<file path="src/core_cfg.svh">
// Core configuration macros for datapath widths, operation code widths and reset PC
`ifndef CORE_CFG_SVH
`define CORE_CFG_SVH

//////////////////////////////
// Datapath widths
//////////////////////////////

// Data word and PC width
`define WORD_W 32

// 32 general purpose registers
`define REG_ADDR_W 5

// Exception code carried down the pipe
`define EXP_CODE_W 3

//////////////////////////////
// Operation code widths
//////////////////////////////

`define ALU_OP_W 4
`define CMP_OP_W 3
`define MEM_OP_W 3

// Result selector of the execute stage
`define EX_OUT_SEL_W 2

//////////////////////////////
// Reset values
//////////////////////////////

// PC held in EX/MEM after reset or flush
`define RESET_PC 32'h0000_0000

`endif
</file>
<file path="src/core_pkg.sv">
// Shared datapath types and operation encodings for the integer core
`include "core_cfg.svh"

package core_pkg;

    //////////////////////////////
    // Datapath vectors
    //////////////////////////////

    typedef logic [`WORD_W-1:0]     word_t;      // Data word or PC
    typedef logic [`REG_ADDR_W-1:0] reg_addr_t;  // Destination register number
    typedef logic [`EXP_CODE_W-1:0] exp_code_t;  // Zero means no exception

    //////////////////////////////
    // Operation encodings
    //////////////////////////////

    // ALU operations
    typedef enum logic [`ALU_OP_W-1:0] {
        ALU_ADD = 0,
        ALU_SUB = 1,
        ALU_AND = 2,
        ALU_OR  = 3,
        ALU_XOR = 4,
        ALU_SLL = 5,   // Logical left
        ALU_SRL = 6,   // Logical right
        ALU_SRA = 7,   // Arithmetic right
        ALU_NOP = 8    // First operand through
    } alu_op_t;

    // Branch and set-less-than conditions
    typedef enum logic [`CMP_OP_W-1:0] {
        CMP_EQ  = 0,
        CMP_NE  = 1,
        CMP_LT  = 2,   // Signed
        CMP_GE  = 3,   // Signed
        CMP_LTU = 4,
        CMP_GEU = 5
    } cmp_op_t;

    // Memory access kind for the MEM stage
    typedef enum logic [`MEM_OP_W-1:0] {
        MEM_NONE = 0,
        MEM_LW   = 1,
        MEM_LH   = 2,
        MEM_LB   = 3,
        MEM_SW   = 4,
        MEM_SH   = 5,
        MEM_SB   = 6
    } mem_op_t;

    // Execute stage result source
    // Code 3 is spare and yields zero
    typedef enum logic [`EX_OUT_SEL_W-1:0] {
        OUT_ALU = 0,
        OUT_CMP = 1,
        OUT_PCN = 2    // Precomputed PC + 4
    } ex_out_sel_t;

endpackage

</file>
<file path="src/ex_stage.sv">
// Execute stage with MEM forwarding, result select, branch resolution and EX/MEM register
`timescale 1ns/100ps
`include "core_cfg.svh"

module ex_stage (
    input  logic                  clk,
    input  logic                  rst,
    // Pipeline control
    input  logic                  stall,
    input  logic                  flush,
    // ID/EX boundary
    input  logic                  id_is_jalr,      // Target bit 0 cleared
    input  core_pkg::exp_code_t   id_exp_code,
    input  core_pkg::word_t       id_pc,
    input  logic                  id_en,           // Slot holds a valid op
    input  core_pkg::alu_op_t     id_alu_op,
    input  core_pkg::word_t       id_alu_in_0,
    input  core_pkg::word_t       id_alu_in_1,
    input  core_pkg::cmp_op_t     id_cmp_op,
    input  core_pkg::word_t       id_cmp_in_0,
    input  core_pkg::word_t       id_cmp_in_1,
    input  logic                  id_jump_taken,   // Unconditional jump
    input  core_pkg::mem_op_t     id_mem_op,
    input  core_pkg::word_t       id_mem_wr_data,
    input  core_pkg::reg_addr_t   id_rd_addr,
    input  logic                  id_gpr_we_n,
    input  core_pkg::ex_out_sel_t id_ex_out_sel,
    input  core_pkg::word_t       id_gpr_wr_data,  // PC + 4 from decode
    // Forwarding from MEM
    input  logic                  ra_fwd_en,
    input  logic                  rb_fwd_en,
    input  core_pkg::word_t       mem_fwd_data,
    // Back to ID
    output core_pkg::word_t       fwd_data,
    // Down to MEM
    output core_pkg::exp_code_t   ex_exp_code,
    output core_pkg::word_t       ex_pc,
    output logic                  ex_en,
    output core_pkg::mem_op_t     ex_mem_op,
    output core_pkg::word_t       ex_mem_wr_data,
    output core_pkg::reg_addr_t   ex_rd_addr,
    output logic                  ex_gpr_we_n,
    output core_pkg::word_t       ex_out,
    // Back to IF
    output core_pkg::word_t       br_addr,         // Branch or jump target
    output logic                  br_taken
);

    import core_pkg::*;

    word_t alu_in_0;       // First operand after forwarding
    word_t mem_wr_data;    // Store data after forwarding
    word_t alu_val;
    logic  cmp_true;
    word_t ex_out_next;    // Unregistered stage result

    //////////////////////////////
    // MEM forwarding
    //////////////////////////////

    // Load in MEM feeding an op in EX
    assign alu_in_0    = ra_fwd_en ? mem_fwd_data : id_alu_in_0;
    // Store data only
    // The second ALU operand of a store is the immediate
    assign mem_wr_data = rb_fwd_en ? mem_fwd_data : id_mem_wr_data;

    //////////////////////////////
    // Datapath units
    //////////////////////////////

    alu i_alu (
        .arg0 (alu_in_0),
        .arg1 (id_alu_in_1),                       // Never forwarded
        .op   (id_alu_op),
        .val  (alu_val)
    );

    cmp #(
        .WIDTH (`WORD_W)
    ) i_cmp (
        .arg0  (id_cmp_in_0),
        .arg1  (id_cmp_in_1),
        .op    (id_cmp_op),
        .truth (cmp_true)
    );

    //////////////////////////////
    // Result select
    //////////////////////////////

    always_comb begin
        case (id_ex_out_sel)
            OUT_ALU: ex_out_next = alu_val;
            OUT_CMP: ex_out_next = {{(`WORD_W-1){1'b0}}, cmp_true};   // SLT style
            OUT_PCN: ex_out_next = id_gpr_wr_data;                   // Link value
            default: ex_out_next = '0;
        endcase
    end

    assign fwd_data = ex_out_next;                  // Same cycle bypass to ID

    //////////////////////////////
    // Branch resolution
    //////////////////////////////

    // JALR target is rs1 + imm with bit 0 dropped
    assign br_addr  = id_is_jalr ? {alu_val[`WORD_W-1:1], 1'b0} : alu_val;
    // Branches carry a write disable so a taken compare needs we_n high
    assign br_taken = (cmp_true && id_gpr_we_n) || id_jump_taken;

    //////////////////////////////
    // EX/MEM register
    //////////////////////////////

    ex_reg i_ex_reg (
        .clk            (clk),
        .rst            (rst),
        .stall          (stall),
        .flush          (flush),
        .ex_out_next    (ex_out_next),
        .id_exp_code    (id_exp_code),
        .id_pc          (id_pc),
        .id_en          (id_en),
        .id_mem_op      (id_mem_op),
        .id_mem_wr_data (mem_wr_data),              // Forwarded value
        .id_rd_addr     (id_rd_addr),
        .id_gpr_we_n    (id_gpr_we_n),
        .ex_exp_code    (ex_exp_code),
        .ex_pc          (ex_pc),
        .ex_en          (ex_en),
        .ex_mem_op      (ex_mem_op),
        .ex_mem_wr_data (ex_mem_wr_data),
        .ex_rd_addr     (ex_rd_addr),
        .ex_gpr_we_n    (ex_gpr_we_n),
        .ex_out         (ex_out)
    );

endmodule

</file>
<file path="src/ex_reg.sv">
// EX/MEM pipeline register with synchronous reset, flush bubble and stall hold
`timescale 1ns/100ps
`include "core_cfg.svh"

module ex_reg (
    input  logic                clk,
    input  logic                rst,
    // Pipeline control
    input  logic                stall,
    input  logic                flush,
    // Stage result
    input  core_pkg::word_t     ex_out_next,
    // ID/EX side
    input  core_pkg::exp_code_t id_exp_code,
    input  core_pkg::word_t     id_pc,
    input  logic                id_en,
    input  core_pkg::mem_op_t   id_mem_op,
    input  core_pkg::word_t     id_mem_wr_data,    // Already forwarded
    input  core_pkg::reg_addr_t id_rd_addr,
    input  logic                id_gpr_we_n,
    // EX/MEM side
    output core_pkg::exp_code_t ex_exp_code,
    output core_pkg::word_t     ex_pc,
    output logic                ex_en,
    output core_pkg::mem_op_t   ex_mem_op,
    output core_pkg::word_t     ex_mem_wr_data,
    output core_pkg::reg_addr_t ex_rd_addr,
    output logic                ex_gpr_we_n,
    output core_pkg::word_t     ex_out
);

    import core_pkg::*;

    //////////////////////////////
    // Pipeline register
    //////////////////////////////

    // Priority is rst, flush, stall
    always_ff @(posedge clk) begin
        if (rst || flush) begin
            // Bubble with no side effects downstream
            ex_en          <= 1'b0;
            ex_gpr_we_n    <= 1'b1;                 // Write disabled
            ex_mem_op      <= MEM_NONE;             // No memory access
            ex_exp_code    <= '0;                   // No exception
            ex_out         <= '0;
            ex_mem_wr_data <= '0;
            ex_rd_addr     <= '0;
            ex_pc          <= `RESET_PC;
        end else if (!stall) begin
            ex_en          <= id_en;
            ex_gpr_we_n    <= id_gpr_we_n;
            ex_mem_op      <= id_mem_op;
            ex_exp_code    <= id_exp_code;          // Passes through untouched
            ex_out         <= ex_out_next;
            ex_mem_wr_data <= id_mem_wr_data;
            ex_rd_addr     <= id_rd_addr;
            ex_pc          <= id_pc;
        end
        // Stall holds every field
    end

endmodule

</file>
<file path="src/cmp.sv">
// Combinational comparator for equality, signed and unsigned conditions
`timescale 1ns/100ps
`include "core_cfg.svh"

module cmp #(
    parameter int WIDTH = `WORD_W
) (
    input  logic [WIDTH-1:0]  arg0,
    input  logic [WIDTH-1:0]  arg1,
    input  core_pkg::cmp_op_t op,
    output logic              truth
);

    import core_pkg::*;

    logic eq;       // Operands equal
    logic lt_s;     // Signed less than
    logic lt_u;     // Unsigned less than

    //////////////////////////////
    // Raw relations
    //////////////////////////////

    assign eq   = (arg0 == arg1);
    assign lt_u = (arg0 < arg1);
    assign lt_s = ($signed(arg0) < $signed(arg1));

    //////////////////////////////
    // Condition select
    //////////////////////////////

    // GE forms are the inverse of LT
    always_comb begin
        case (op)
            CMP_EQ:  truth = eq;
            CMP_NE:  truth = ~eq;
            CMP_LT:  truth = lt_s;
            CMP_GE:  truth = ~lt_s;
            CMP_LTU: truth = lt_u;
            CMP_GEU: truth = ~lt_u;
            default: truth = 1'b0;     // Spare codes never true
        endcase
    end

endmodule

</file>
<file path="src/alu.sv">
// Combinational integer ALU for add, subtract, logic and shift operations
`timescale 1ns/100ps
`include "core_cfg.svh"

module alu (
    input  core_pkg::word_t   arg0,
    input  core_pkg::word_t   arg1,
    input  core_pkg::alu_op_t op,
    output core_pkg::word_t   val
);

    import core_pkg::*;

    // Five bits for a 32 bit word
    localparam int SHAMT_W = $clog2(`WORD_W);

    logic               sub_sel;   // Subtract through the shared adder
    word_t              addend;
    word_t              sum;
    logic [SHAMT_W-1:0] shamt;
    word_t              shl_val;
    word_t              shr_val;
    word_t              sra_val;

    //////////////////////////////
    // Adder
    //////////////////////////////

    // One adder for ADD and SUB
    // Subtract as arg0 + ~arg1 + 1
    assign sub_sel = (op == ALU_SUB);
    assign addend  = sub_sel ? ~arg1 : arg1;
    assign sum     = arg0 + addend + word_t'(sub_sel);

    //////////////////////////////
    // Shifter
    //////////////////////////////

    assign shamt   = arg1[SHAMT_W-1:0];                     // Upper bits ignored
    assign shl_val = arg0 << shamt;
    assign shr_val = arg0 >> shamt;                         // Zero fill
    assign sra_val = word_t'($signed(arg0) >>> shamt);      // Sign fill

    //////////////////////////////
    // Result select
    //////////////////////////////

    always_comb begin
        case (op)
            ALU_ADD: val = sum;
            ALU_SUB: val = sum;
            ALU_AND: val = arg0 & arg1;
            ALU_OR:  val = arg0 | arg1;
            ALU_XOR: val = arg0 ^ arg1;
            ALU_SLL: val = shl_val;
            ALU_SRL: val = shr_val;
            ALU_SRA: val = sra_val;
            // Also used for LUI style moves
            ALU_NOP: val = arg0;
            default: val = '0;                              // Undefined op code
        endcase
    end

endmodule

</file>
<file path="config.mk">
export PLATFORM = sky130hd
export DESIGN_NAME = ex_stage
export DESIGN_NICKNAME = d
export VERILOG_FILES = /design/src/core_pkg.sv /design/src/ex_stage.sv /design/src/ex_reg.sv /design/src/cmp.sv /design/src/alu.sv
export VERILOG_INCLUDE_DIRS = /design/src
export SDC_FILE = /design/constraint.sdc
export NUM_CORES = 1
export LEC_CHECK = 0
export BUFFER_PORTS_ARGS = -buffer_cell sky130_fd_sc_hd__buf_2
export CAP_MARGIN = 40
export CELL_PAD_IN_SITES_DETAIL_PLACEMENT = 1
export CELL_PAD_IN_SITES_GLOBAL_PLACEMENT = 2
export CORE_MARGIN = 4
export CORE_UTILIZATION = 30
export DETAILED_ROUTE_END_ITERATION = 10
export PLACE_DENSITY = 0.82
export SYNTH_ARGS = -nofsm -noshare
export SYNTH_HDL_FRONTEND = slang
export SYNTH_SLANG_ARGS = --single-unit
</file>
<file path="constraint.sdc">
create_clock -name clk -period 10 [get_ports clk]
set_clock_uncertainty 0.15 [all_clocks]
set_input_delay 2 -clock clk [delete_from_list [all_inputs] [get_ports clk]]
set_output_delay 2 -clock clk [all_outputs]
set_load 0.1 [all_outputs]
</file>
After elaboration in Yosys (flattened, before gate mapping)
Cells that the tools add are included.
{"block": "word_totals", "regBits": 109, "elab_cells": 52}
{"block": "op_classes", "add_sub_neg": 2, "order_cmp": 2, "n_eq_ne": 16, "shift": 3, "mux": 7, "bitwise_logic": 7, "reduce_logical": 7}
{"op": "32-bit case mux with 8 select lines", "n": 1}
{"op": "32-bit two-way mux", "n": 3}
{"op": "32-bit case mux with 3 select lines", "n": 1}
{"op": "32-bit less-than comparator", "n": 2}
{"op": "32-bit by 1-bit adder with 32-bit output", "n": 1}
{"op": "32-bit adder", "n": 1}
{"op": "32-bit bitwise AND", "n": 1}
{"op": "32-bit equality test", "n": 1}
{"op": "32-bit inverter", "n": 1}
{"op": "32-bit OR", "n": 1}
{"op": "32-bit by 5-bit << shifter with 32-bit output", "n": 1}
{"op": "32-bit by 5-bit right shift with 32-bit output", "n": 1}
{"op": "32-bit by 5-bit >>> shifter with 32-bit output", "n": 1}
{"op": "32-bit bitwise XOR", "n": 1}
{"op": "4-bit by 3-bit equality test with 1-bit output, second input constant", "n": 4}
{"op": "4-bit by 2-bit equality test with 1-bit output, second input constant", "n": 2}
{"op": "3-bit by 2-bit equality test with 1-bit output, second input constant", "n": 2}
{"op": "3-bit equality test, second input constant", "n": 2}
{"op": "1-bit case mux with 6 select lines", "n": 1}
{"op": "4-bit by 1-bit equality test with 1-bit output, second input constant", "n": 1}
{"op": "4-bit equality test, second input constant", "n": 1}
{"op": "4-bit logical NOT", "n": 1}
{"op": "3-bit by 1-bit equality test with 1-bit output, second input constant", "n": 1}
{"op": "3-bit logical NOT", "n": 1}
{"op": "other kinds (8)", "n": 11}

Longest topological paths before layout
{"block": "depth", "depth_word": 6, "mapped_depth": 18, "depth_no_buf": 14}

Hierarchy
A second synthesis with hierarchy kept.
{"block": "unflattened", "cells_unflattened": 1745, "area_unflattened_um2": 14630.3}
{"mod": "alu", "instances": 1, "cells_each": 1119, "area_each_um2": 8246.7, "seq_area_each_um2": 0.0}
{"mod": "ex_reg", "instances": 1, "cells_each": 352, "area_each_um2": 3847.4, "seq_area_each_um2": 2182.1}
{"mod": "ex_stage", "instances": 1, "cells_each": 147, "area_each_um2": 1622.8, "seq_area_each_um2": 0.0}
{"mod": "cmp", "instances": 1, "cells_each": 127, "area_each_um2": 913.4, "seq_area_each_um2": 0.0}

Worst setup path after synthesis
Ideal clock, no wire load.
{"block": "synth_path", "kind": "input to output", "start": "input port id_alu_in_1[2]", "end": "output port fwd_data[5]", "arrival_time_ns": 8.721, "setup_slack_ns": -0.871, "cell_stages": 15, "path_buffers": 5, "path_cell_list": "buf_2 inv_1 buf_2 buf_1 buf_2 buf_2 xnor2_1 ha_1 nand4_1 a31oi_1 nor2_1 xor2_1 o21ai_0 nor2_1 nor3_1"}
{"block": "synth_via", "elab_chain_len": 6}
{"item": "start, declared", "line_no": "ex_stage.sv:18", "source": "input core_pkg::word_t id_alu_in_1,"}
{"item": "32-bit inverter", "line_no": "alu.sv:32", "source": "assign addend = sub_sel ? ~arg1 : arg1;"}
{"item": "32-bit two-way mux", "line_no": "alu.sv:32"}
{"item": "32-bit adder", "line_no": "alu.sv:33", "source": "assign sum = arg0 + addend + word_t'(sub_sel);"}
{"item": "32-bit by 1-bit adder with 32-bit output", "line_no": "alu.sv:33"}
{"item": "32-bit case mux with 8 select lines *", "line_no": "alu.sv:49", "source": "case (op)"}
{"item": "via br_addr[5]", "line_no": "ex_stage.sv:45", "source": "output core_pkg::word_t br_addr,"}
{"item": "32-bit case mux with 3 select lines *", "line_no": "ex_stage.sv:92", "source": "case (id_ex_out_sel)"}
{"item": "end, declared", "line_no": "ex_stage.sv:34", "source": "output core_pkg::word_t fwd_data,"}
The timed path passes the listed nets; every way through them passes the cells marked *.

Worst setup path in the final report
{"block": "layout_path", "start": "input port ra_fwd_en", "end": "output port fwd_data[31]"}
{"block": "layout_via", "elab_chain_len": 5}
{"item": "start, declared", "line_no": "ex_stage.sv:30", "source": "input logic ra_fwd_en,"}
{"item": "32-bit two-way mux *", "line_no": "ex_stage.sv:62", "source": "assign alu_in_0 = ra_fwd_en ? mem_fwd_data : id_alu_in_0;"}
{"item": "32-bit adder", "line_no": "alu.sv:33"}
{"item": "32-bit by 1-bit adder with 32-bit output", "line_no": "alu.sv:33"}
{"item": "32-bit case mux with 8 select lines *", "line_no": "alu.sv:49"}
{"item": "32-bit case mux with 3 select lines *", "line_no": "ex_stage.sv:92"}
Every way passes the cells marked *; elsewhere a longest branch is shown, timed or not.

==> key figures <==
Run status
  – Status: complete, no violations

Critical path
  – WP data arrival: 6640 ps
  – Worst Setup EP: fwd_data[31]
  – RR Startpoint: i_ex_reg.ex_out[3]$_SDFFE_PP0N_
  – Capturing point of the worst reg2reg path: i_ex_reg.ex_out[3]$_SDFFE_PP0N_
  – Worst Path Max Fanout: 25
  – Register-to-Register Setup Slack: 9130 ps
  – Critical Path Source Type: input pin
  – Worst Reg2Reg Path Length in Cells: 2
  – Worst setup EP type: output port
  – WP data required: 7850 ps
  – Critical Path Source: ra_fwd_en
  – Setup CP Type: in2out

Detailed routing
  – Vias: 16270
  – Wire length per cell: 25.78 um
  – TritonRoute pass-1 iters: 8
  – Post-route ant nets: 0
  – Remaining DRCs: 0
  – Post-Route WL: 72.78 mm
  – Vias per cell: 5.763
  – Initial DRC count: 1222

Layout
  – Area delta synth->final: 22.28%
  – Final Instance Area: 0.01758 mm2
  – Most frequent cells in the layout: buf_2, nor2_1, nand2_1
  – FILL cells: 5842
  – Share of cells above drive strength 1: 0.2963
  – Utilization after layout: 0.3745
  – Commonest non-fill, non-tap cell in the layout: buf_2
  – Final Net Count: 2624

Floorplanning
  – Num rows: 79
  – DIE AREA: 0.05150 mm2
  – I/O pin cnt: 460
  – Die width: 226.9 um
  – Die Ht: 226.9 um
  – Core Footprint: 0.04695 mm2
  – Initial Util: 0.3062

Global routing
  – Gr usage total: 0.2713
  – Vias in the first global route: 16500
  – First-pass GRT wire length: 105.7 mm
  – Gr ovfl total: 0
  – Maximum number of pins on one net before global-route repair: 79
  – Antenna violations before repair: 3

Clock tree
  – CTS Buf Count: 9
  – Post-CTS Resized: 0
  – CTS Root Cell: clkbuf_16
  – CTS tree: built
  – Clk_lat worst skew: 400 ps
  – Setup bufs post-CTS: 0
  – Clk sinks: 109
  – Deepest level of the CTS H-tree: 3
  – Clock transition at the registers of the reported paths: 80 ps
  – Bufs on Longest Clock Path: 2
  – Post-CTS Hold Fix Bufs: 0

Yosys
  – Synthesized cell area: 0.01438 mm2
  – Synth Area in Compound Gates: 0.2134
  – Seq/Total Area, Yosys: 0.1518
  – #FFs+latches synth: 109
  – Number of flops mapped to enable cells by yosys: 0
  – Syn_nets: 2248
  – Ys flop type: dfxtp_1
  – Largest family of logic cells by synthesized area: multiplexers
  – Synth Area in XOR/XNOR: 0.03472
  – Proportion of synthesized area in mux cells: 0.2438
  – Simple-gate area share of the yosys netlist: 0.1730
  – Async SR Flop Fraction: 0
  – Synth cell types: 82
  – Synthesized instance count: 1833
  – Synth Area per Inst: 7.844 um2
  – Yosys warns: 0
  – Synth Area in Adders: 0.1128

Worst hold path
  – HP Start: i_ex_reg.ex_out[23]$_SDFFE_PP0N_
  – Worst Hold Class: reg2reg

Placed design
  – DP Worst Slack: 1213 ps
  – Detailed Place HPWL: 60.47 mm
  – Placed Area: 0.01727 mm2
  – Final Wtd Congestion: 0.9882
  – Port-buffer cells: 459

Timing
  – Fin. max-slew vios: 0
  – Setup tns final: 0 ps
  – Worst slew pin tran: 901.3 ps
  – WHS: 306.5 ps
  – Rel. slew slack: 0.3969
  – Fmax: 113.8 MHz
  – Tcrit/Tclk final: 0.8787
  – Final setup violation count: 0
  – Hold Vio Cnt, Final: 0
  – Final setup margin: 1213 ps
  – Min Clock Period, post-route: 8787 ps
  – RSZ-0062 raised after global routing: no

Flow run
  – Max-Cap Viols: 0

Pwr
  – LEAKAGE: 8.417 nW
  – PwrDens: 116.3 mW/mm2
  – Worst VDD drop: 0.00007334 V
-- worst max-delay path: stages --
cell      delay (ps)
buf_4            350
buf_4            440
mux2_2           450
ha_1             380
and4_1           270
nand2_1          110
or4_1            530
a211oi_2         270
o21bai_1         130
a211o_1          320
or4_1            490
a41oi_1          430
and2_1           250
buf_12           190
-- registers in the layout (all words and copies together) (netlist names) --
name                     count
i_ex_reg.ex_mem_wr_data     32
i_ex_reg.ex_rd_addr          5
i_ex_reg.ex_mem_op           3
i_ex_reg.ex_out             32
i_ex_reg.ex_en               1
i_ex_reg.ex_gpr_we_n         1
i_ex_reg.ex_exp_code         3
i_ex_reg.ex_pc              32
-- layout make-up --
cell class	count	area, um2	share of cell area
Antenna cell	2	5.005	0.0002847
Inverter	113	424.2	0.02412
Clock buffer	9	225.2	0.01281
Sequential cell	109	2182	0.1241
Timing Repair Buffer	502	2676	0.1522
Multi-Input combinational cell	1474	11230	0.6386
Clock inverter	7	81.33	0.004626
Tap cell	607	759.5	0.04320
-- synthesized netlist by cell type, drive strengths merged, types with 5 or more instances --
master	instances	area (um2)
or3	6	37.54
a22o	6	52.55
nor4	5	31.28
o21ai	92	460.4
mux2i	144	1441
a211o	9	78.83
mux2	47	533.0
a211oi	26	205.2
nor2b	8	50.05
dfxtp	109	2182
nor2	241	904.6
nand2	166	623.1
clkbuf	88	334.1
o211ai	27	202.7
xor2	10	87.58
ha	128	1602
nand2b	10	62.56
o31ai	16	120.1
inv	111	416.7
mux4	68	1531
a21o	19	142.6
o221ai	9	78.83
a21oi	138	690.7
nand3	29	145.1
and3	5	31.28
a222oi	14	140.1
o22ai	14	87.58
nand4	17	106.4
or2	6	37.54
a31oi	11	68.82
a221oi	15	131.4
o21a	9	67.56
xnor2	47	411.6
a22oi	6	45.04
o21bai	6	45.04
and2	13	81.33
nor3	32	160.2
or4	5	37.54
buf	49	256.5
-- cell families after synthesis --
group / Yosys count
adders and majority gates: 129
xor gates and xnor gates: 57
buffers and inverters: 250
DFF: 109
and+or+nand+nor: 563
muxes: 259
AOI/OAI and AO/OA: 466
-- per-layer routing --
layer,global-route usage,wire length (um),up-vias,part of all wire
met5,0,10,-,0.00014
met4,0.1090,2988,2,0.041
met3,0.04972,4814,111,0.066
met2,0.4603,34960,628,0.48
met1,0.3413,30000,8046,0.41
li1,-,-,7481,-
-- metrics by stage --
step,instances,power [mW]
floorplan,1833,1.306
global placement,2795,1.642
detailed placement,2804,1.659
CTS,2820,2.050
global route,2823,2.149
finish,2823,2.045
-- how the worst min path moves through the flow --
stage | end | slack, ps | cells past startpoint
6_report | i_ex_reg.ex_out[23]$_SDFFE_PP0N_ | 310 | 1
5_1_grt | i_ex_reg.ex_out[30]$_SDFFE_PP0N_ | 330 | 2
4_1_cts | i_ex_reg.ex_out[23]$_SDFFE_PP0N_ | 310 | 1
3_5_place_dp | i_ex_reg.ex_out[23]$_SDFFE_PP0N_ | 290 | 1
3_3_place_gp | i_ex_reg.ex_out[23]$_SDFFE_PP0N_ | 280 | 1
2_1_floorplan | i_ex_reg.ex_out[1]$_SDFFE_PP0N_ | 730 | 2
-- where the power goes --
group	switching [mW]	leakage, nW	internal, mW	total, mW
sequential	0.00699	0.887	0.447	0.454
combinational	0.859	7.38	0.348	1.21
clock	0.203	0.150	0.180	0.383
No activity file was read; power rests on OpenSTA's default activity.
